### config.mk
export PLATFORM = sky130hd
export DESIGN_NAME = cache_lru
export DESIGN_NICKNAME = d
export VERILOG_FILES = /design/src/cache_addr_pkg.sv /design/src/cache_ctrl_pkg.sv /design/src/cache_lru.sv
export VERILOG_INCLUDE_DIRS = /design/src
export SDC_FILE = /design/constraint.sdc
export NUM_CORES = 1
export LEC_CHECK = 0
export ABC_AREA = 1
export BUFFER_PORTS_ARGS = -buffer_cell sky130_fd_sc_hd__buf_2
export CELL_PAD_IN_SITES_DETAIL_PLACEMENT = 0
export CELL_PAD_IN_SITES_GLOBAL_PLACEMENT = 1
export CORE_MARGIN = 2
export CORE_UTILIZATION = 48
export CTS_CLUSTER_DIAMETER = 200
export DETAILED_ROUTE_END_ITERATION = 6
export PLACE_DENSITY = 0.79
export REMOVE_ABC_BUFFERS = 1
export SETUP_SLACK_MARGIN = 0.4
export SLEW_MARGIN = 5
export SYNTH_ARGS = -nofsm -noshare
export SYNTH_HDL_FRONTEND = slang
export SYNTH_SLANG_ARGS = --single-unit
### constraint.sdc
create_clock -name clk -period 6.49 [get_ports clk]
set_clock_uncertainty 0.1 [all_clocks]
set_input_delay 0 -clock clk [delete_from_list [all_inputs] [get_ports clk]]
set_output_delay 0 -clock clk [all_outputs]
set_load 0.05 [all_outputs]
### src/cache_macros.svh
//************************************************
// cache geometry and memory timing constants
// tag, set and offset widths plus the byte bit must add up to ADDR_W
// MEM_LATENCY must be at least 2 for the memory delay line
//************************************************
`ifndef CACHE_MACROS_SVH
`define CACHE_MACROS_SVH

`define ADDR_W          16      // byte address width
`define WORD_W          16      // cpu data word
`define TAG_W           7
`define SET_W           5
`define OFS_W           3       // word within a block
`define WAYS            4
`define SETS            32
`define WORDS_PER_BLOCK 8       // 16 byte block

`define MEM_WORDS       32768   // backing store depth in words
`define MEM_LATENCY     4       // cycles from read strobe to data valid

`endif

### src/cache_addr_pkg.sv
//************************************************
// address and data types for the cache datapath
// byte address layout is tag | set | word offset | byte bit
// the byte bit is ignored since only word accesses exist
//************************************************
`include "cache_macros.svh"

package cache_addr_pkg;

	typedef logic [`ADDR_W-1:0] addr_t;     // cpu byte address
	typedef logic [`WORD_W-1:0] word_t;     // one data word

	// address fields
	typedef logic [`TAG_W-1:0] tag_t;
	typedef logic [`SET_W-1:0] set_t;
	typedef logic [`OFS_W-1:0] ofs_t;       // word index inside a block

	// main memory is word addressed so the byte bit drops off
	typedef logic [`ADDR_W-2:0] mem_addr_t;

endpackage

### src/cache_ctrl_pkg.sv
//************************************************
// control side types for the fill FSM and replacement
//************************************************
`include "cache_macros.svh"

package cache_ctrl_pkg;

	typedef logic [`WAYS-1:0] way_oh_t;     // one bit per way, at most one set
	typedef logic [1:0] age_t;              // 3 is newest, 0 is a replacement candidate

	typedef enum logic [2:0] {
		IDLE, LOOKUP, STORE, FETCH, TAG_COMMIT, RESPOND
	} fill_state_t;

endpackage

### src/cache_lru.sv
//************************************************
// age based replacement, 2 bits per way and set
// touched way goes to 3, other nonzero ages count down
// nonzero ages stay distinct so a full set always has an age 0 way
//************************************************
`timescale 1ns/10ps
`include "cache_macros.svh"

module cache_lru (
	input  logic                    clk,
	input  logic                    rst,
	input  cache_addr_pkg::set_t    set,
	input  logic                    touch,
	input  cache_ctrl_pkg::way_oh_t touch_way,
	input  cache_ctrl_pkg::way_oh_t valid_ways,
	output cache_ctrl_pkg::way_oh_t victim
);
	import cache_addr_pkg::*;
	import cache_ctrl_pkg::*;

	age_t age_q [`SETS][`WAYS];

	always_ff @(posedge clk) begin
		if (rst) begin
			for (int s = 0; s < `SETS; s++)
				for (int w = 0; w < `WAYS; w++)
					age_q[s][w] <= '0;
		end else if (touch) begin
			for (int w = 0; w < `WAYS; w++) begin
				if (touch_way[w])
					age_q[set][w] <= 2'd3;                   // most recent
				else if (age_q[set][w] != 2'd0)
					age_q[set][w] <= age_q[set][w] - 2'd1;
			end
		end
	end

	// loops run high to low so the lowest matching way wins
	always_comb begin
		victim = way_oh_t'(1);                  // fallback, not reachable
		for (int w = `WAYS - 1; w >= 0; w--) begin
			if (age_q[set][w] == 2'd0)
				victim = way_oh_t'(1 << w);
		end
		// an invalid way beats any age
		for (int w = `WAYS - 1; w >= 0; w--) begin
			if (!valid_ways[w])
				victim = way_oh_t'(1 << w);
		end
	end

endmodule

==> results of run 1 <==
synth_stat cells, drive strengths merged:
library cell,instances
a31oi,1
edfxtp,256
nand2,698
a41oi,2
nor4,1
o41ai,1
nor3,13
and2,4
nand4,5
nor2,183
a21oi,129
ha,5
clkbuf,54
a22oi,56
inv,47
buf,49
path summary, 6_finish.rpt:
| check | start | to | cells after the start |
|---|---|---|---|
| max | set[0] | age_q[13][7] | 17 |
| min | touch_way[1] | age_q[2][4] | 4 |
| max reg2reg | age_q[31][6] | age_q[13][7] | 15 |
| min reg2reg | age_q[17][2] | age_q[15][2] | 10 |
per-stage QoR:
| step | power, mW | area (sq um) | util | hold WS [ps] |
|---|---|---|---|---|
| after floorplan | 2.13 | 12600 | - | 159 |
| after global placement | 2.29 | 13400 | 0.498 | 241 |
| after detailed placement | 2.29 | 13400 | 0.498 | 244 |
| after CTS | 3.84 | 14300 | 0.532 | 70.4 |
| after global routing | 3.95 | 14300 | 0.532 | 101 |
| final | 3.83 | 14300 | 0.532 | 93.2 |
where the power goes:
| part | total [mW] | internal, mW | switching [mW] |
|---|---|---|---|
| combinational | 0.368 | 0.0815 | 0.286 |
| sequential | 1.90 | 1.88 | 0.0195 |
| clock | 1.57 | 0.926 | 0.642 |
per-layer routing:
layer,track usage,vias up,share of wire
li1,-,4928,-
met1,0.391,5039,0.40
met3,0.0585,82,0.099
met5,0,-,0
met4,0.101,0,0.037
met2,0.451,514,0.46
final cells by class:
| cell class | count | area share |
|---|---|---|
| sequential | 256 | 0.538 |
| multi-input combinational | 1098 | 0.332 |
| clock buffer | 33 | 0.0518 |
| tap | 341 | 0.0299 |
| timing repair buffer | 53 | 0.0247 |
| inverter | 47 | 0.0125 |
| clock inverter | 19 | 0.0112 |
| antenna | 1 | 0.000175 |
what timing repair did:
item	4_1_cts	5_1_grt
endpoints found under the setup margin	0	0
hold endpoints to repair	32	0
gates resized for setup	0	0
hold buffers	1	0
kinds of logic after synthesis:
logic type,count (synthesis),share of synthesized area
AND/OR/NAND/NOR,904,0.267
flip-flops,256,0.586
AO/OA/AOI/OAI,189,0.0864
buffers and inverters,150,0.0553
adder cells (fa/ha/maj),5,0.00477
worst max-delay path: stages:
cell and delay, ps:
buf_2 620, nand2_2 260, inv_1 790, buf_4 390
a22oi_1 130, nand2_1 110, nand2_1 50, nand2_1 90
inv_1 40, nand2_1 50, nor2_1 50, ha_1 240
nor3_2 180, buf_4 410, and2_1 440, buf_4 380
nor2_1 90
==> run summary, run 1 <==
The post-synthesis sequential element count came out at ~260. Setup slack on the critical path of the routed design comes to 2330 ps. The H-tree depth reported by CTS is 1.

The per-instance average area after synthesis came out at 8.72 sq um. The worst-case clock buffer depth came out at 3. The share of synthesized area in the top cell type comes to 0.586. The number of flip-flops under the largest register name is between 200 and 300. The number of iterations in the first detailed-routing pass is 5. The total count of hold-check failures in the final report came to 0.

The count of buffers inserted at the top-level ports came out at 19. More flip-flops sit in one register than any other, and that register is age_q. In the layout the commonest cells are 694 x nand2_1, 256 x edfxtp_1, 176 x nor2_1, 120 x a21oi_1, 56 x a22oi_1.

The total CTS buffers came out at 28. The clock insertion delay at the later pin of the skew report is 550 ps. The startpoint class of the critical path is an input port.

The largest voltage drop on the vdd net came out at between 0.0002 and 0.00025 V. The vertical extent of the die came out at roughly 170 um. In the final layout, the registers with the most flip-flops are age_q (256). The number of slew-limit violations in the final report is 0.

The total length of routed wires is just over 40 mm. The first global-routing pass estimated 60.2 mm of wire. The final layout net count is around 1500.

The total power density per cell area is between 200 and 300 nW/um^2. The number of antenna violations at the first check in global routing came out at 0. The pin count of the biggest net entering global routing is 65.

The via density per instance came out at 5.72. The count of buffers added by post-CTS timing repair for setup came out at 0. The maximum net fanout on the critical path came out at 33. The via count of the first global-routing pass is 10000. Of the available clock period, the critical path in the final layout requires 0.641.

Across all register-to-register paths, the minimum setup slack is roughly 2900 ps. The remaining global-route overflow came out at 0. STA puts the critical path data required time at about 6700 ps.

The number of clock sinks seen by CTS is approximately 260. The initial standard-cell utilization of the core came out at 0.488. In the post-synthesis netlist, the biggest area contributors are edfxtp_1 59%, nand2_1 20%, nor2_1 5.2%. The leakage power figure is 6.48 nW. The total I/O pin count came out at 20. The sequential cell area came out at between 7000 and 8000 sq um.

The transition time at the pin with the least slew margin is between 1000 and 1500 ps. The synthesized instance count is 1504. The detailed router placed approximately 11000 vias in this run. The cell accounting for the most synthesized area is edfxtp_1. The growth of design area from synthesis to finish came out at 8.99%. The routed wire length per instance came out at 21.9 um. The post-route antenna net violation count came out at 0. The arrival time of data at the critical path endpoint came out at around 4300 ps. The yosys synthesis warning count came out at 0.

Of the synthesized area, sequential elements account for 0.586. Clock tree synthesis selected as its root buffer the cell clkbuf_16. The timing-limited maximum frequency came out at between 200 and 250 MHz.

The finished layout holds around 1800 standard cells, fillers aside. Counting tap cells, the placed design contains a total of roughly 1800 instances. The area inside the core boundary came out at between 20000 and 30000 sq um. After synthesis the cells add up to between 10000 and 15000 sq um. The layout filler cell count came out at about 2500.

The leading cell type in the layout, fill and taps excluded is nand2_1. The floorplan has 60 rows. The overall global routing resource usage came out at 0.285. The post-DP HPWL came out at around 24 mm. Setup repair after global routing left no endpoint under its margin. Before CTS, the worst setup slack after placement is about 1900 ps. The class of the most critical setup path is input port to register. The multi-input combinational cells in the finished layout cover a total of 4740 sq um. The worst setup path is captured at a register. Routability-driven placement finished with a final weighted congestion of ~0.82.

After the first detailed-routing iteration, the DRC count stood at roughly 1200. The class of the tightest hold or removal check is input port to register. The share of layout cells above drive strength 1 is 0.0843.

The flow ran to the end, and the final reports show no timing, DRC or antenna violations. TritonCTS built the clock tree. After detailed routing, the number of remaining DRC violations is 0. The clock transition at the register clock pins on the worst setup and hold paths after CTS came out at around 60 ps. The relative slew slack is 0.208. Max-cap violations in this run came to 0.

After synthesis, the netlist uses 25 different library cells. The final critical delay including setup and external delays came out at 4160 ps. The sum of negative setup slack is 0 ps. Setup violations remaining at the end of the flow were counted as 0.

In this run the horizontal extent of the chip is 169 um. The floorplan step defined a die boundary enclosing 28600 sq um.
Power figures use the tool's default switching activity.
==> run 2: changes to the inputs <==
- clock period: 6.49 -> 4.2 ns (I/O delays scaled with it)
==> run summary, run 2 (synthesis gave the netlist of run 1 again) <==
Run status: complete, no violations (unchanged). The number of max-cap violations came to 0 (unchanged). The post-route antenna net violation count came to 0 (unchanged).

The switching part of the total was 0.250 (was 0.247). The relative slew slack is 0.327 (was 0.208). The total power density per cell area is 402 nW/um^2 (was 268 nW/um^2). Dividing the final minimum period by the clock period gives 0.740. The total CTS buffers came out at 27 (was 28). The minimum setup slack after placement is 750 ps (was 1880 ps). The library cell used as clock root buffer is clkbuf_16 (unchanged). The largest voltage drop on the vdd net is 0.000294 V (was 0.000209 V).

The largest register by flop count is age_q (unchanged). The share of layout cells above drive strength 1 is 0.0965 (was 0.0843). The worst-case clock buffer depth is 3 (unchanged). The number of DRC violations after detailed-routing iteration 0 is 1398 (was 1201). The remaining global-route overflow came out at 0 (unchanged).

The overall global routing resource usage came out at 0.283 (was 0.285). The total of endpoints with negative setup slack in the final report is 0 (unchanged). The cell total after placement came to 1813 (was 1794). The initial standard-cell utilization of the core is 0.488 (unchanged). The quantity of gates resized following cts came out at 0 (unchanged).

The routed wire length per instance was 21.6 um (was 21.9 um). The wire length of the first global-routing pass came out at 60.3 mm (was 60.2 mm). The maximum net fanout on the critical path came out at 16 (was 33). The H-tree depth reported by CTS is 1 (unchanged). The relative contribution of the clock network to total power came out at 0.391 (was 0.409). The CTS tree is done (unchanged). The count of buffers inserted at the top-level ports came out at 19 (unchanged). The area of combinational cells with multiple inputs was 4740 sq um (unchanged). For this run, the top clock speed supported by timing is roughly 320 MHz. The post-route DRC violation count is 0 (unchanged). The total count of hold-check failures in the final report came out at 0 (unchanged). The area after detailed placement came out at 13500 sq um (was 13400 sq um). The final instance count without filler cells is 1865 (was 1848). RSZ-0062 raised after global routing: false (unchanged). The via count is 10600 (about the same). The worst path required time is 4100 ps (was 6670 ps).

The number of antenna violations at the first check in global routing is 0 (unchanged). The via count of the first global-routing pass is 10200 (was 10000). The number of slew-limit violations in the final report came to 0 (unchanged).

The sequential cell area was 7690 sq um (unchanged). The area inside the core boundary is 26900 sq um (unchanged). The startpoint class of the critical path is an input port (unchanged). The final critical delay including setup and external delays came out at between 3000 and 4000 ps. The leakage power figure came out at 6.56 nW (was 6.48 nW).

The class of the tightest hold or removal check is input port to register (unchanged). The final critical-path setup slack came out at 1090 ps (was 2330 ps). The total I/O pin count is 20 (unchanged).

The number of flip-flops under the largest register name came out at 256 (unchanged). The arrival time of data at the critical path endpoint came to 3010 ps (was 4340 ps). The clock transition at the register clock pins on the worst setup and hold paths after CTS is 60 ps (about the same).

The total die area is 28600 sq um (unchanged). The core occupancy in the finished layout came out at 0.535 (was 0.532). The final instance area came out at 14400 sq um (was 14300 sq um). The pin count of the biggest net entering global routing came out at 60 (was 65). The cell-internal power came to 4.34 mW (was 2.89 mW). Most frequent cells in the layout: 694 x nand2_1, 256 x edfxtp_1, 176 x nor2_1, 120 x a21oi_1, 56 x a22oi_1 (unchanged). The layout filler cell count came out at 2487 (was 2511). The number of clock sinks seen by CTS is 256 (unchanged). The sum of negative setup slack is 0 ps (unchanged). The routability-driven placement congestion ratio is 0.834 (was 0.825).

The floorplan row count came out at 60 (unchanged). The class of the most critical setup path was input port to output pin (was input port to register). The sequential cell fraction of total power is 0.506 (was 0.495).

The number of iterations in the first detailed-routing pass came to 6 (was 5). The critical path capture point type is an output pin (was register). The net switching power figure is 1.45 mW (was 0.948 mW). The vertical extent of the die came out at 169 um (unchanged).

The via density per instance is 5.71 (was 5.72). The leading cell type in the layout, fill and taps excluded was nand2_1 (unchanged). The count of buffers added by post-CTS timing repair for setup came out at 0 (unchanged).

The final layout net count was 1525 (was 1505). The post-DP HPWL came out at 25.3 mm (was 24.3 mm). The overall die width came to 169 um (unchanged). The growth of design area from synthesis to finish was 9.74% (was 8.99%). The transition time at the pin with the least slew margin is 1010 ps (was 1180 ps). The total length of routed wires came out at 40.2 mm (was 40.5 mm). Biggest registers after layout: age_q (256) (unchanged). The clock insertion delay at the later pin of the skew report came out at 540 ps (was 550 ps). The share of power burned in combinational logic came out at 0.102 (was 0.096).
run 2: cell types whose count changed in the layout (fill, tap and decap cells not counted), moves of 2 or more:
cell           previous run  this run
clkinv_2                  5         9
dlygate4sd3_1             1         3
clkbuf_16                29        27
buf_4                    33        51
clkinv_1                 10         5
run 2: final cells by class:
cell class,instances,share of cell area
antenna,1,0.000174
clock inverter,17,0.00922
sequential,256,0.534
multi-input combinational,1098,0.329
tap,341,0.0297
timing repair buffer,74,0.0367
inverter,47,0.0124
clock buffer,31,0.0480
run 2: path summary, 6_finish.rpt:
path,start,endpoint,slack [ps],depth (start not counted)
max reg2reg,age_q[2][6],age_q[0][7],1380,16
max,set[1],victim[0],1090,16
min,touch_way[1],age_q[0][4],30,4
min reg2reg,age_q[16][4],age_q[0][4],1230,10
run 2: critical path, stage by stage:
cell and delay [ps]:
buf_2 260, buf_4 260, nor2_4 400, buf_4 390, a22oi_1 160, nand2_1 100
nand2_1 60, nand2_1 80, inv_1 40, nand2_1 50, nor2_1 40, ha_1 270
inv_1 130, a31oi_1 160, o41ai_1 270, buf_2 320
run 2: timing repair:
action / in CTS / in global routing
hold buffers: 3 / 0
endpoints found under the hold margin: 54 / 0
endpoints found under the setup margin: 0 / 0
run 2: power groups by stage:
stage	Combinational [mW]	Clock, mW	Sequential (mW)
after floorplan	0.325	0	2.97
after detailed placement	0.579	0	2.98
after CTS	0.582	2.28	2.93
final	0.591	2.26	2.93
after global routing	0.639	2.38	2.94
after global placement	0.574	0	2.98
run 2: layer usage:
metal  part of all wire  track usage
met5                  0      0.00522
met4              0.037        0.100
met3              0.096       0.0473
met2               0.47        0.457
met1               0.40        0.390
run 2: per-stage QoR:
stage                     hold slack [ps]  power, mW
after floorplan                       159       3.30
after global placement                244       3.56
after detailed placement              243       3.56
after CTS                            13.1       5.79
after global routing                 46.7       5.96
final                                31.8       5.79
==> run 3: changes to the inputs <==
- clock period: 4.2 -> 3.07 ns (I/O delays scaled with it)
==> run summary, run 3 (synthesis gave the netlist of run 1 again) <==
The total length of routed wires is 41.3 mm (was 40.2 mm). The largest voltage drop on the vdd net came out at 0.000506 V (was 0.000294 V). The critical path capture point type is an output pin (unchanged). For the finished layout, the period the worst path requires is about 2700 ps.

The total count of hold-check failures in the final report is 0 (unchanged). Run status: complete, no violations (unchanged). The number of max-cap violations is 0 (unchanged). The leading cell type in the layout, fill and taps excluded is nand2_1 (unchanged). The area inside the core boundary came out at 26900 sq um (unchanged).

The final period utilization is 0.864. The floorplan row count came to 60 (unchanged). The total of endpoints with negative setup slack in the final report came out at 0 (unchanged). The class of the most critical setup path is register to output pin (was input port to output pin).

RSZ-0062 raised after global routing: true (was false). The arrival time of data at the critical path endpoint came out at 2550 ps (was 3010 ps). The routed wire length per instance is 21.8 um (was 21.6 um). Cells along the critical path: a22oi_2 -> nand2_1 -> nand2_1 -> nand2_1 -> inv_1 -> nand2_1 -> nor2_2 -> ha_4 -> inv_1 -> buf_4 -> a41oi_4 -> nor3_2 -> buf_4 (was buf_2 -> buf_4 -> nor2_4 -> buf_4 -> a22oi_1 -> nand2_1 -> nand2_1 -> nand2_1 -> inv_1 -> nand2_1 -> nor2_1 -> ha_1 -> inv_1 -> a31oi_1 -> o41ai_1 -> buf_2). The number of slew-limit violations in the final report is 0 (unchanged). The total die area came out at 28600 sq um (unchanged). The H-tree depth reported by CTS is 1 (unchanged). The sequential cell area is 7690 sq um (unchanged). The maximum net fanout on the critical path came to 3 (was 16).

The sum of negative setup slack was 0 ps (unchanged). The layout filler cell count was 2425 (was 2487). The library cell appearing most often on the critical path is nand2_1 (unchanged). The final layout net count came to 1555 (was 1525).

The library cell used as clock root buffer is clkbuf_16 (unchanged). Most frequent cells in the layout: 693 x nand2_1, 256 x edfxtp_1, 173 x nor2_1, 120 x a21oi_1, 75 x buf_4 (was 694 x nand2_1, 256 x edfxtp_1, 176 x nor2_1, 120 x a21oi_1, 56 x a22oi_1). The share of layout cells above drive strength 1 is 0.127 (was 0.0965).

The stage delay of the slowest cell on the critical path came to 370 ps (was 400 ps). The via count of the first global-routing pass came out at 10500 (was 10200). The number of DRC violations after detailed-routing iteration 0 came out at 1150 (was 1398). The worst path required time came out at 2970 ps (was 4100 ps). The vertical extent of the die is 169 um (unchanged). The via density per instance came to 5.73 (was 5.71).

The number of buffer and inverter instances along the worst setup path is 4 (was 6). The total I/O pin count came to 20 (unchanged). The via count came out at 10900 (was 10600). Biggest registers after layout: age_q (256) (unchanged). The number of antenna violations at the first check in global routing is 0 (unchanged).

The cell at the slowest stage of the critical path is edfxtp_1 (was nor2_4). The wire length of the first global-routing pass is 61.6 mm (was 60.3 mm). The family with the most delay on the worst path is compound AO/OA/AOI/OAI gates (was buffers and inverters).

The cell total after placement is 1839 (was 1813). The overall die width is 169 um (unchanged). The initial standard-cell utilization of the core is 0.488 (unchanged).

The total CTS buffers came out at 28 (was 27). The post-route DRC violation count was 0 (unchanged). The worst-case clock buffer depth was 3 (unchanged). The growth of design area from synthesis to finish was 13.5% (was 9.74%). The class of the tightest hold or removal check is input port to register (unchanged). The remaining global-route overflow came to 0 (unchanged).

The number of iterations in the first detailed-routing pass came to 6 (unchanged). The relative slew slack is 0.331 (was 0.327). The transition time at the pin with the least slew margin is 1000 ps (was 1010 ps). The largest register by flop count is age_q (unchanged).

The clock insertion delay at the later pin of the skew report came out at 550 ps (was 540 ps). The post-DP HPWL was 26.5 mm (was 25.3 mm). The routability-driven placement congestion ratio came out at 0.914 (was 0.834). The overall global routing resource usage is 0.289 (was 0.283). The total power density per cell area is 549 nW/um^2 (was 402 nW/um^2).

The post-route antenna net violation count is 0 (unchanged). The leakage power figure came out at 6.77 nW (was 6.56 nW). The CTS tree is done (unchanged). The number of clock sinks seen by CTS is 256 (unchanged). The pin count of the biggest net entering global routing is 81 (was 60). The antenna diode count is 0 (was 1). The final instance count without filler cells is 1897 (was 1865). The startpoint class of the critical path is a register (was input port). The timing-limited maximum frequency came out at between 300 and 400 MHz. The count of buffers inserted at the top-level ports came out at 19 (unchanged). The clock transition at the register clock pins on the worst setup and hold paths after CTS is 60 ps (about the same). The number of flip-flops under the largest register name is 256 (unchanged). The area of combinational cells with multiple inputs is 4850 sq um (was 4740 sq um).
==> run 3: area by class of cell <==
cell class                 instances  share of cell area
clock buffer                      34              0.0500
clock inverter                    18             0.00908
timing repair buffer             103              0.0576
multi-input combinational       1098               0.326
inverter                          47              0.0120
sequential                       256               0.517
tap                              341              0.0287
==> run 3: final timing paths <==
check	cells after the start	slack, ps	startpoint	end
max	13	420	age_q[4][7]	victim[2]
min	4	30	touch_way[2]	age_q[28][2]
max reg2reg	14	610	age_q[15][1]	age_q[3][1]
min reg2reg	10	1240	age_q[16][0]	age_q[8][0]
==> run 3: timing repair <==
item | CTS | global route
gates resized for setup | 10 | 22
setup buffers | 1 | 3
endpoints found under the setup margin | 4 | 4
pin swaps | 1 | 8
endpoints found under the hold margin | 6 | 0
hold buffers | 2 | 0
==> run 3: report_power, final <==
part / internal, mW / switching [mW]
Clock: 1.88 / 1.37
Combinational: 0.253 / 0.655
Sequential: 3.97 / 0.0397
==> run 3: worst register-to-register path: stages (launching register included) <==
cell	delay (ps)
edfxtp_1	370
a22oi_1	220
nand2_1	110
nand2_1	90
nand2_1	50
inv_1	40
nand2_1	40
nor2_1	110
ha_2	240
inv_1	120
nor2_1	130
nor2_2	60
buf_4	240
nand2_1	160
nand2_1	100
==> run 3: stage by stage <==
step / area [sq um] / worst slack [ps] / hold slack, ps / power, mW / util
2_1_floorplan: 12600 / -2040 / 159 / 4.51 / -
3_3_place_gp: 13800 / 146 / 245 / 4.91 / 0.514
3_5_place_dp: 13800 / 76.9 / 247 / 4.92 / 0.514
4_1_cts: 14800 / 391 / 9.88 / 8.14 / 0.550
5_1_grt: 14900 / 345 / 29.8 / 8.37 / 0.554
6_report: 14900 / 417 / 27.0 / 8.16 / 0.554
==> run 3: routing by layer <==
layer,up-vias,global-route usage,wire [um]
met2,522,0.463,19100
met3,114,0.0469,3650
met5,-,0,60
li1,5028,-,-
met1,5197,0.392,16400
met4,2,0.126,2110
