`src/cache_macros.svh`:
```
//************************************************
// cache geometry and memory timing constants
// tag, set and offset widths plus the byte bit must add up to ADDR_W
// MEM_LATENCY must be at least 2 for the memory delay line
//************************************************
`ifndef CACHE_MACROS_SVH
`define CACHE_MACROS_SVH

`define ADDR_W          16      // byte address width
`define WORD_W          16      // cpu data word
`define TAG_W           7
`define SET_W           5
`define OFS_W           3       // word within a block
`define WAYS            4
`define SETS            32
`define WORDS_PER_BLOCK 8       // 16 byte block

`define MEM_WORDS       32768   // backing store depth in words
`define MEM_LATENCY     4       // cycles from read strobe to data valid

`endif

```
`src/cache_addr_pkg.sv`:
```
//************************************************
// address and data types for the cache datapath
// byte address layout is tag | set | word offset | byte bit
// the byte bit is ignored since only word accesses exist
//************************************************
`include "cache_macros.svh"

package cache_addr_pkg;

	typedef logic [`ADDR_W-1:0] addr_t;     // cpu byte address
	typedef logic [`WORD_W-1:0] word_t;     // one data word

	// address fields
	typedef logic [`TAG_W-1:0] tag_t;
	typedef logic [`SET_W-1:0] set_t;
	typedef logic [`OFS_W-1:0] ofs_t;       // word index inside a block

	// main memory is word addressed so the byte bit drops off
	typedef logic [`ADDR_W-2:0] mem_addr_t;

endpackage

```
`src/cache_ctrl_pkg.sv`:
```
//************************************************
// control side types for the fill FSM and replacement
//************************************************
`include "cache_macros.svh"

package cache_ctrl_pkg;

	typedef logic [`WAYS-1:0] way_oh_t;     // one bit per way, at most one set
	typedef logic [1:0] age_t;              // 3 is newest, 0 is a replacement candidate

	typedef enum logic [2:0] {
		IDLE, LOOKUP, STORE, FETCH, TAG_COMMIT, RESPOND
	} fill_state_t;

endpackage

```
`src/cache_fill_fsm.sv`:
```
//************************************************
// cache control FSM, one request at a time
// req must not pulse again before done
// load hit done after 1 cycle, store after 2, load miss after the fill
// stores are write-through and never allocate
//************************************************
`timescale 1ns/10ps
`include "cache_macros.svh"

module cache_fill_fsm (
	input  logic                    clk,
	input  logic                    rst,
	input  logic                    req,
	input  logic                    we,
	input  cache_addr_pkg::addr_t   addr,
	input  cache_addr_pkg::word_t   wdata,
	input  cache_ctrl_pkg::way_oh_t hit_way,
	input  cache_ctrl_pkg::way_oh_t victim,
	input  cache_addr_pkg::word_t   arr_rdata,
	input  logic                    mem_rvalid,
	input  cache_addr_pkg::word_t   mem_rdata,
	output logic                    done,
	output logic                    hit,
	output logic                    miss,
	output cache_addr_pkg::word_t   rdata,
	output cache_ctrl_pkg::way_oh_t arr_way,
	output cache_addr_pkg::ofs_t    arr_ofs,
	output logic                    arr_we,
	output cache_addr_pkg::word_t   arr_wdata,
	output logic                    tag_we,
	output logic                    lru_touch,
	output logic                    mem_rd,
	output logic                    mem_wr,
	output cache_addr_pkg::mem_addr_t mem_addr,
	output cache_addr_pkg::word_t   mem_wdata,
	output cache_addr_pkg::set_t    set,
	output cache_addr_pkg::tag_t    tag
);
	import cache_addr_pkg::*;
	import cache_ctrl_pkg::*;

	fill_state_t state;
	addr_t addr_q;          // held request
	word_t wdata_q;
	way_oh_t victim_q;      // frozen at miss start, LRU moves during the fill
	ofs_t cnt;              // fill word counter
	logic rd_busy;          // one memory read in flight
	logic any_hit;
	logic load_hit;
	tag_t tag_q;
	set_t set_q;
	ofs_t ofs_q;

	assign tag_q = addr_q[`ADDR_W-1:`OFS_W+`SET_W+1];
	assign set_q = addr_q[`OFS_W+`SET_W:`OFS_W+1];
	assign ofs_q = addr_q[`OFS_W:1];
	assign any_hit = |hit_way;
	assign load_hit = (state == IDLE) && req && !we && any_hit;

	// live address in the request cycle, held copy after it
	assign set = (state == IDLE) ? addr[`OFS_W+`SET_W:`OFS_W+1] : set_q;
	assign tag = (state == IDLE) ? addr[`ADDR_W-1:`OFS_W+`SET_W+1] : tag_q;

	// victim way while filling and committing, hit way otherwise
	assign arr_way = (state == FETCH || state == TAG_COMMIT) ? victim_q : hit_way;
	always_comb begin
		case (state)
			IDLE:    arr_ofs = addr[`OFS_W:1];
			FETCH:   arr_ofs = cnt;
			default: arr_ofs = ofs_q;
		endcase
	end
	assign arr_we = (state == FETCH && mem_rvalid) || (state == STORE && any_hit);
	assign arr_wdata = (state == FETCH) ? mem_rdata : wdata_q;
	assign tag_we = (state == TAG_COMMIT);  // data is all in, tag last
	assign lru_touch = load_hit || (state == STORE && any_hit) || (state == TAG_COMMIT);

	assign mem_rd = (state == FETCH) && !rd_busy;
	assign mem_wr = (state == STORE);       // every store goes to memory
	assign mem_addr = (state == FETCH) ? {tag_q, set_q, cnt} : addr_q[`ADDR_W-1:1];
	assign mem_wdata = wdata_q;
	assign done = (state == RESPOND);

	always_ff @(posedge clk) begin
		if (rst) begin
			state <= IDLE;
			hit <= 1'b0;
			miss <= 1'b0;
			cnt <= '0;
			rd_busy <= 1'b0;
		end else begin
			case (state)
				IDLE: begin
					if (req && we) begin
						state <= STORE;
					end else if (load_hit) begin
						hit <= 1'b1;
						state <= RESPOND;
					end else if (req) begin
						miss <= 1'b1;   // load miss, go fill
						cnt <= '0;
						state <= FETCH;
					end
				end
				STORE: begin
					hit <= any_hit;
					state <= RESPOND;
				end
				FETCH: begin
					if (mem_rvalid) begin
						rd_busy <= 1'b0;
						cnt <= cnt + 1'b1;
						if (cnt == ofs_t'(`WORDS_PER_BLOCK - 1))
							state <= TAG_COMMIT;
					end else if (mem_rd) begin
						rd_busy <= 1'b1;
					end
				end
				TAG_COMMIT: state <= LOOKUP;
				LOOKUP: begin
					hit <= 1'b0;        // the fill answers as a miss
					state <= RESPOND;
				end
				RESPOND: begin
					miss <= 1'b0;
					state <= IDLE;
				end
				default: state <= IDLE;
			endcase
		end
	end

	// request and response payload
	always_ff @(posedge clk) begin
		if (state == IDLE && req) begin
			addr_q <= addr;
			wdata_q <= wdata;
			victim_q <= victim;
		end
		if (load_hit || state == LOOKUP)
			rdata <= arr_rdata;     // re-lookup reads the freshly filled word
	end

endmodule

```
`config.mk`:
```
export PLATFORM = sky130hd
export DESIGN_NAME = cache_fill_fsm
export DESIGN_NICKNAME = d
export VERILOG_FILES = /design/src/cache_addr_pkg.sv /design/src/cache_ctrl_pkg.sv /design/src/cache_fill_fsm.sv
export VERILOG_INCLUDE_DIRS = /design/src
export SDC_FILE = /design/constraint.sdc
export NUM_CORES = 1
export LEC_CHECK = 0
export BUFFER_PORTS_ARGS = -buffer_cell sky130_fd_sc_hd__buf_2
export CORE_UTILIZATION = 47
export CTS_CLUSTER_SIZE = 28
export DETAILED_ROUTE_END_ITERATION = 12
export PLACE_DENSITY = 0.9
export SYNTH_ARGS = -nofsm -noshare
export SYNTH_HDL_FRONTEND = slang
export SYNTH_SLANG_ARGS = --single-unit
```
`constraint.sdc`:
```
create_clock -name clk -period 7.5 [get_ports clk]
set_clock_uncertainty 0.15 [all_clocks]
set_input_delay 0.75 -clock clk [delete_from_list [all_inputs] [get_ports clk]]
set_output_delay 0.75 -clock clk [all_outputs]
set_load 0.03 [all_outputs]
```
==> summary.json, run 1 <==
{
  "global_route": {
    "grt_pass1_wl_um": 11200,
    "grt_max_degree": 36,
    "initial_antenna_violation_count": 0,
    "grt_remaining_overflow": 0,
    "overall_global_routing_usage_pct": 23.9,
    "grt_pass1_vias": 2436
  },
  "place": {
    "place_ws_ns": 4.30,
    "routabilityCongestion": 0.795,
    "placed_cells_incl_taps": 481,
    "place.detailed.hpwl_um": 5260,
    "io_buffer_count": 165
  },
  "detailed_routing": {
    "route.layer.met1.wl_um": 2890,
    "vias": 2540,
    "met3_wirelength_um": 482,
    "initialDrtViolationCount": 104,
    "met2WireLength_um": 3780,
    "top_layer_used": "met4",
    "drt.antenna.violating_nets": 0,
    "post-route-drc-count": 0,
    "routed_wire_length_um": 7270,
    "drt_first_pass_iters": 4,
    "detail_route.vias_per_cell": 5.11,
    "routedWlPerCell_um": 14.6
  },
  "yosys": {
    "synthCells": 272,
    "netlist_top_cells_area": "edfxtp_1 54%, nand2_1 15%, dfxtp_1 6.4%, buf_4 3.2%, a22o_1 2.5%",
    "yosys_warnings": 0,
    "netlist.area_leader.share_pct": 54.4,
    "ys_seq_area_share_pct": 60.8,
    "syn_avg_cell_area_um2": 10.3,
    "async_s_r_ff_share_synth_pct": 0,
    "syn_area_mm2": 0.00281,
    "yosysTopAreaCell": "edfxtp_1",
    "synthesis.nets": 351,
    "synth.ff_latch_count": 60,
    "synth_cell_types": 35,
    "synth_edf_count": 51,
    "ys_dominant_reg_cell": "edfxtp_1"
  },
  "floorplanning": {
    "die_ar_mm2": 0.00630,
    "core-area_mm2": 0.00564,
    "die_height_um": 79.4,
    "num_io_pins": 167,
    "starting_density_of_the_core_pct": 49.9,
    "core.rowCount": 27,
    "die_x_um": 79.4
  },
  "worst_setup_path": {
    "timing.critical_path.arrival_ns": 2.67,
    "end_kind": "primary output",
    "criticalPathCategory": "flop to primary output",
    "worst_ep_required_time_ns": 6.60,
    "worstPathMaxFanout": 25,
    "start_kind": "flop"
  },
  "clock_tree": {
    "cts_hold_buf": 0,
    "cts_tree": "built",
    "cts.reportedPaths.clkPinSlew_ns": 0.07,
    "numCtsBuffers": 9,
    "clockRootBuffer": "clkbuf_8",
    "cts_repair_resize_count": 0,
    "max-clock-path-buffers": 2,
    "clock_insertion_delay_worst_skew_ns": 0.33,
    "tritoncts_num_sinks": 60,
    "cts-htree-levels": 3,
    "post-cts-setup-buffer-count": 0
  },
  "power_and_ir_drop": {
    "cellInternalPower_uw": 829,
    "total_leakage_power_uw": 0.00181,
    "p_switching_uw": 771,
    "sequentialPowerShare_pct": 32.8,
    "clockPowerShare_pct": 18.4,
    "fraction_of_power_spent_switching_nets_pct": 48.2,
    "irDropWorstVdd_v": 0.000247,
    "power.combinational.fraction_pct": 48.8,
    "pwr_density_cell_mw_per_mm2": 426
  },
  "timing": {
    "final_hold_viol_count": 0,
    "fmax_ghz": 0.280,
    "rsz0062_at_grt": "no",
    "timing.final.crit_period_ns": 3.57,
    "final.period_utilization_pct": 47.6,
    "tns_ns": 0,
    "fin_hold_ws_ns": 0.366,
    "final-max-slew-violation-count": 0,
    "worst_pin_slew_ns": 1.24,
    "max-slew-margin-rel_pct": 16.7,
    "timing.final.setup_violations": 0,
    "final_worst_setup_slack_ns": 3.93
  },
  "finish": {
    "antenna_diodes": 0,
    "final_nets": 499,
    "final_cell_count_no_fill": 497,
    "most-common-layout-cells": "165 x buf_2, 110 x nand2_1, 51 x edfxtp_1",
    "post_route_cells_drive_above_1_share_pct": 43.5,
    "fill_cells": 447,
    "area_growth_syn_to_layout_pct": 33.6,
    "final_core_utilization_pct": 66.6,
    "layout.cells.most_common": "buf_2"
  },
  "job": {
    "drv_cap": 0
  },
  "status": {
    "status": "finished clean"
  },
  "min_path": {
    "min-delay-path-class": "flop to flop"
  }
}
-- registers in the layout, summed over array words and instances, names as in the netlist --
signal,cells
hit,1
mem_wdata,16
rd_busy,1
addr_q,15
miss,1
state,3
rdata,16
victim_q,4
cnt,3
-- routing by layer --
metal,track usage (%),up-vias
met3,5.83,14
met2,42.8,112
met1,27.0,1192
li1,-,1222
met4,10.0,0
met5,0,-
-- critical path, cell delays in order, from the launching register on --
cell,delay (ns)
dfxtp_1,0.75
and3b_1,0.89
nor2_1,0.27
nand2_1,0.13
nand3_1,0.08
buf_2,0.19
-- kinds of logic after synthesis --
logic type	Yosys count	share of synthesized area, %
AO/OA/AOI/OAI	35	8.89
XOR/XNOR	1	0.311
adder cells (fa/ha/maj)	2	0.889
buffers and inverters	29	6.40
flip-flops	60	60.8
AND/OR/NAND/NOR	145	22.7
-- Yosys cell counts, drive strengths merged (5+ instances only) --
cell      n
nand2   110
edfxtp   51
buf      23
dfxtp     9
a22o      8
nor2      8
o21ai     8
nor3      7
a22oi     6
a21oi     5
clkbuf    5
nand3b    5
-- path summary, 6_finish.rpt --
check                 from          to  slack, ns  cells after the start
setup / recovery  state[0]  arr_ofs[2]       3.93                      5
hold / removal      cnt[2]      cnt[2]       0.37                      2
setup reg to reg  state[2]   addr_q[7]       4.72                      2
hold reg to reg     cnt[2]      cnt[2]       0.37                      2
-- layout make-up --
class | count | area [µm²] | area share (%)
repair buffers | 165 | 826 | 22.0
flip-flops and latches | 60 | 1710 | 45.5
clock inverters | 7 | 76.3 | 2.03
clock buffers | 9 | 124 | 3.29
well taps | 72 | 90.1 | 2.40
multi-input cells | 183 | 928 | 24.7
inverters | 1 | 3.75 | 0.0998
-- power groups by stage --
| stage | Clock [µW] | Sequential [µW] | Combinational, µW |
|---|---|---|---|
| finish | 294 | 526 | 781 |
| global route | 310 | 537 | 836 |
| CTS | 296 | 525 | 788 |
| detailed placement | 0 | 531 | 785 |
| global placement | 0 | 525 | 769 |
| floorplan | 0 | 582 | 536 |
-- per-stage QoR --
stage	total power [µW]	cell area (µm²)
2_1_floorplan	1120	2810
3_3_place_gp	1290	3560
3_5_place_dp	1320	3560
4_1_cts	1610	3760
5_1_grt	1680	3760
6_report	1600	3760
Note: power is estimated with default switching activity, not from simulation.
==> run 2: changes to the inputs <==
Settings changed: CORE_UTILIZATION 47 to 43, PLACE_DENSITY 0.9 to 0.83.
Clock period 7.5 ns to 3.55 ns, I/O delays scaled along.
==> run 2 against run 1 <==
  * Wire length down 0.36%
  * Total power up 120%
  * Cell count up 1.8%
  * Cell area up 1.3%
  * Clock power up 130%
  * Sequential power up 110%
  * Register-to-register slack worse by 3.7 ns
  * Highest routed layer unchanged
  * Flip-flop and latch count unchanged
  * Utilization down 6.7 points
  * Hold slack worse by 0.33 ns
  * Critical path type unchanged
  * Largest cell class unchanged
  * Worst setup slack worse by 3.3 ns
  * Combinational power up 110%
==> summary.json, run 2 (synthesis results as in run 1) <==
{
  "status": {
    "status": "finished clean"
  },
  "place": {
    "io_buffer_count": 165,
    "place_ws_ns": 1.01,
    "routabilityCongestion": 0.763,
    "place.detailed.hpwl_um": 5210
  },
  "global_route": {
    "grt_remaining_overflow": 0,
    "grtUsageMet2_pct": 38.5,
    "grt_pass1_vias": 2464,
    "grt.busiest_layer": "met2",
    "grt_use_met1_pct": 24.6,
    "grt_pass1_wl_um": 11500,
    "overall_global_routing_usage_pct": 21.4,
    "grt_util_met3_pct": 3.98,
    "grt_max_degree": 36,
    "initial_antenna_violation_count": 0
  },
  "detailed_routing": {
    "vias": 2518,
    "detail_route.vias_per_cell": 4.98,
    "drt_first_pass_iters": 6,
    "initialDrtViolationCount": 89,
    "routed_wire_length_um": 7250,
    "drt.antenna.violating_nets": 0,
    "routedWlPerCell_um": 14.3,
    "post-route-drc-count": 0
  },
  "finish": {
    "final_nets": 503,
    "antenna_diodes": 0,
    "area_growth_syn_to_layout_pct": 35.3,
    "most-common-layout-cells": "165 x buf_2, 110 x nand2_1, 51 x edfxtp_1",
    "fill_cells": 556,
    "multiInputGateArea_um2": 928,
    "area.sequential_mm2": 0.00171,
    "post_route_cells_drive_above_1_share_pct": 43.8,
    "layout.cells.most_common": "buf_2"
  },
  "clock_tree": {
    "cts_hold_buf": 0,
    "cts.reportedPaths.clkPinSlew_ns": 0.07,
    "numCtsBuffers": 9,
    "post-cts-setup-buffer-count": 0,
    "cts_tree": "built",
    "cts_repair_resize_count": 0,
    "clock_insertion_delay_worst_skew_ns": 0.33,
    "clockRootBuffer": "clkbuf_8",
    "cts-htree-levels": 3,
    "tritoncts_num_sinks": 60,
    "max-clock-path-buffers": 2
  },
  "worst_setup_path": {
    "timing.critical_path.arrival_ns": 2.39,
    "worst-path-buf-inv": 2,
    "worst_setup_path_start": "state[2]",
    "worst_ep_required_time_ns": 3.04,
    "start_kind": "flop",
    "end_kind": "primary output",
    "crit_path_cell_trace": "and3b_1 -> buf_4 -> a22oi_1 -> nand2_1 -> buf_2",
    "critical_path.top_delay_family": "flip-flops",
    "slowest_stage": "dfxtp_1",
    "criticalPathCategory": "flop to primary output",
    "critical_path.max_stage_delay_ns": 0.91,
    "critical_path.reg2reg.startpoint": "state[2]",
    "worstPathMaxFanout": 30
  },
  "timing": {
    "final_hold_viol_count": 0,
    "final_worst_setup_slack_ns": 0.657,
    "fmax_ghz": 0.346,
    "max-slew-margin-rel_pct": 40.3,
    "tns_ns": 0,
    "worst_pin_slew_ns": 0.894,
    "final.period_utilization_pct": 81.5,
    "rsz0062_at_grt": "no",
    "timing.final.setup_violations": 0,
    "timing.final.crit_period_ns": 2.89,
    "final-max-slew-violation-count": 0
  },
  "power_and_ir_drop": {
    "total_leakage_power_uw": 0.00184,
    "irDropWorstVdd_v": 0.000547,
    "pwr_density_cell_mw_per_mm2": 905
  },
  "job": {
    "drv_cap": 0
  },
  "min_path": {
    "hold_path.startpoint": "arr_rdata[8]",
    "min-delay-path-class": "primary input to flop"
  },
  "floorplanning": {
    "starting_density_of_the_core_pct": 44.3,
    "die_ar_mm2": 0.00687,
    "num_io_pins": 167,
    "core.rowCount": 29,
    "core-area_mm2": 0.00635,
    "die_x_um": 82.9,
    "die_height_um": 82.9
  }
}
==> run 2: where the power goes <==
group | internal (µW) | switching, µW | leakage, µW | total (µW)
registers | 971 | 139 | 0.000552 | 1110
clock network | 391 | 278 | 0.000105 | 669
logic | 471 | 1200 | 0.00118 | 1670
total | 1830 | 1610 | 0.00184 | 3450
==> run 2: metrics by stage <==
stage                     total power (µW)  area [µm²]  cells  hold WS, ns  util [%]
after global placement                2750        3600    490        0.340      56.6
final                                 3450        3810    506       0.0400      60.0
after CTS                             3470        3810    506       0.0275      60.0
after floorplan                       2360        2810    272        0.304         -
after global routing                  3630        3810    506       0.0221      60.0
after detailed placement              2800        3600    490        0.345      56.6
==> run 2: per-layer routing <==
layer  share of wire (%)  vias up
li1                    -     1229
met1                  40     1180
met2                  53       98
met3                 5.3       11
met4                 1.8        0
met5                   0        -
==> run 2: final cells by class <==
class / instances / area share, %
clock buffer: 9 / 3.25
clock inverter: 7 / 2.33
inverter: 1 / 0.0986
multi-input combinational: 183 / 24.4
sequential: 60 / 44.9
tap: 77 / 2.53
timing repair buffer: 169 / 22.5
==> run 2: final timing paths <==
check	depth (start not counted)	end	slack, ns
setup reg to reg	3	mem_wdata[5]	1.06
hold / removal	1	rdata[8]	0.04
setup / recovery	5	arr_ofs[0]	0.66
hold reg to reg	2	cnt[2]	0.36
==> run 3: changes to the inputs <==
Settings changed: CORE_UTILIZATION 43 to 39, PLACE_DENSITY 0.83 to 0.8.
Clock period 3.55 ns to 2.55 ns, I/O delays scaled along.
==> run 3 against run 2 <==
  * Wire length increased by 11%
  * Sequential share of layout area shrank 5.5 points
  * Sequential power up 32%
  * Clock-buffer cell count is 1 higher
  * First-iteration DRC count rose to 2.9 times the previous value
  * Die area grew 10%
  * Hold slack better by 0.048 ns
  * Register-to-register slack got worse by 0.51 ns
  * Critical path type unchanged
==> summary.json, run 3 (synthesis results as in run 1) <==
{
  "status": {
    "status": "finished clean"
  },
  "floorplanning": {
    "num_io_pins": 167,
    "die_height_um": 86.9,
    "die_x_um": 86.9,
    "core.rowCount": 30,
    "starting_density_of_the_core_pct": 41.0,
    "core-area_mm2": 0.00687,
    "die_ar_mm2": 0.00756
  },
  "power_and_ir_drop": {
    "total_leakage_power_uw": 0.00206,
    "cellInternalPower_uw": 2450,
    "p_switching_uw": 2250,
    "fraction_of_power_spent_switching_nets_pct": 47.9,
    "clockPowerShare_pct": 14.8,
    "power.combinational.fraction_pct": 54.1,
    "irDropWorstVdd_v": 0.000624,
    "sequentialPowerShare_pct": 31.1,
    "pwr_density_cell_mw_per_mm2": 1080
  },
  "finish": {
    "fill_cells": 565,
    "final_nets": 561,
    "area_growth_syn_to_layout_pct": 54.2,
    "post_route_cells_drive_above_1_share_pct": 40.1,
    "area.sequential_mm2": 0.00171,
    "most-common-layout-cells": "165 x buf_2, 110 x nand2_1, 51 x edfxtp_1, 51 x dlygate4sd3_1, 11 x buf_4",
    "multiInputGateArea_um2": 928,
    "layout.cells.most_common": "buf_2",
    "layout.cell_area.non_filler_mm2": 0.00434,
    "antenna_diodes": 0
  },
  "timing": {
    "tns_ns": 0,
    "timing.final.setup_violations": 0,
    "fmax_ghz": 0.418,
    "final.period_utilization_pct": 93.8,
    "final-max-slew-violation-count": 0,
    "worst_pin_slew_ns": 0.679,
    "rsz0062_at_grt": "no",
    "timing.final.crit_period_ns": 2.39,
    "final_hold_viol_count": 0,
    "max-slew-margin-rel_pct": 54.7
  },
  "detailed_routing": {
    "initialDrtViolationCount": 257,
    "drt.antenna.violating_nets": 0,
    "post-route-drc-count": 0,
    "routedWlPerCell_um": 13.8,
    "detail_route.vias_per_cell": 4.74,
    "drt_first_pass_iters": 5,
    "vias": 2760,
    "routed_wire_length_um": 8030
  },
  "min_path": {
    "min-delay-path-class": "primary input to flop"
  },
  "clock_tree": {
    "cts.reportedPaths.clkPinSlew_ns": 0.06,
    "max-clock-path-buffers": 2,
    "post-cts-setup-buffer-count": 0,
    "cts_repair_resize_count": 0,
    "clock_insertion_delay_worst_skew_ns": 0.32,
    "cts_hold_buf": 51,
    "clockRootBuffer": "clkbuf_8",
    "cts_tree": "built",
    "numCtsBuffers": 9,
    "cts-htree-levels": 3,
    "tritoncts_num_sinks": 60
  },
  "worst_setup_path": {
    "criticalPathCategory": "flop to primary output",
    "timing.critical_path.arrival_ns": 1.99,
    "end_kind": "primary output",
    "worstPathMaxFanout": 14,
    "worst_ep_required_time_ns": 2.14,
    "start_kind": "flop"
  },
  "global_route": {
    "grt_max_degree": 22,
    "overall_global_routing_usage_pct": 21.6,
    "grt_pass1_vias": 2709,
    "grt_pass1_wl_um": 12500,
    "initial_antenna_violation_count": 0,
    "grt_remaining_overflow": 0
  },
  "job": {
    "drv_cap": 0
  },
  "place": {
    "routabilityCongestion": 0.758,
    "cell_area_reported_after_detailed_placement_mm2": 0.00367,
    "place.detailed.hpwl_um": 5320,
    "io_buffer_count": 165
  }
}
## run 3: changes by cell type in the layout (fill, tap and decap cells not counted)
| cell | previous run | this run |
|---|---|---|
| inv_6 | 1 | 0 |
| clkinvlp_4 | 1 | 2 |
| dlygate4sd3_1 | 0 | 51 |
| clkinv_2 | 1 | 3 |
| clkbuf_1 | 0 | 1 |
| bufinv_16 | 2 | 0 |
| clkinv_1 | 2 | 0 |
| buf_4 | 4 | 11 |
## run 3: final cells by class
type,count,share of cell area (%)
clock inverters,5,0.692
clock buffers,10,2.94
multi-input cells,183,21.4
flip-flops and latches,60,39.4
repair buffers,227,32.7
well taps,96,2.77
inverters,1,0.0865
## run 3: power groups by stage
| stage | Combinational [µW] | Sequential, µW | Clock [µW] |
|---|---|---|---|
| finish | 2540 | 1460 | 693 |
| global route | 2730 | 1490 | 749 |
| CTS | 2540 | 1460 | 718 |
| detailed placement | 2460 | 1480 | 0 |
| global placement | 2420 | 1460 | 0 |
| floorplan | 1580 | 1710 | 0 |
## run 3: routing by layer
metal | routed length (µm) | up-vias | global-route usage [%]
li1 | - | 1347 | -
met1 | 3220 | 1276 | 25.4
met2 | 4230 | 117 | 38.4
met3 | 358 | 20 | 3.22
met4 | 222 | 0 | 10.6
met5 | 0 | - | 0
## run 3: worst paths after layout
kind	from	end	slack, ns	depth (start not counted)
setup / recovery	state[1]	arr_ofs[0]	0.16	5
setup reg to reg	state[1]	addr_q[15]	0.55	4
hold reg to reg	cnt[2]	cnt[2]	0.36	2
hold / removal	rst	state[0]	0.09	2
## run 3: through the flow
step / util, % / cells / hold slack, ns / setup slack, ns / power [µW]
after floorplan: - / 272 / 0.204 / 0.000651 / 3290
after global placement: 53.5 / 516 / 0.281 / 0.574 / 3890
after detailed placement: 53.5 / 516 / 0.283 / 0.523 / 3940
after CTS: 63.2 / 582 / 0.0698 / 0.161 / 4720
after global routing: 63.2 / 582 / 0.0930 / 0.0161 / 4960
final: 63.2 / 582 / 0.0884 / 0.158 / 4690
## run 3: critical path, cell delays in order (launching register included)
cell	delay (ns)
dfxtp_1	0.56
and3b_1	0.43
buf_4	0.27
a22oi_1	0.11
nand2_1	0.09
buf_2	0.20
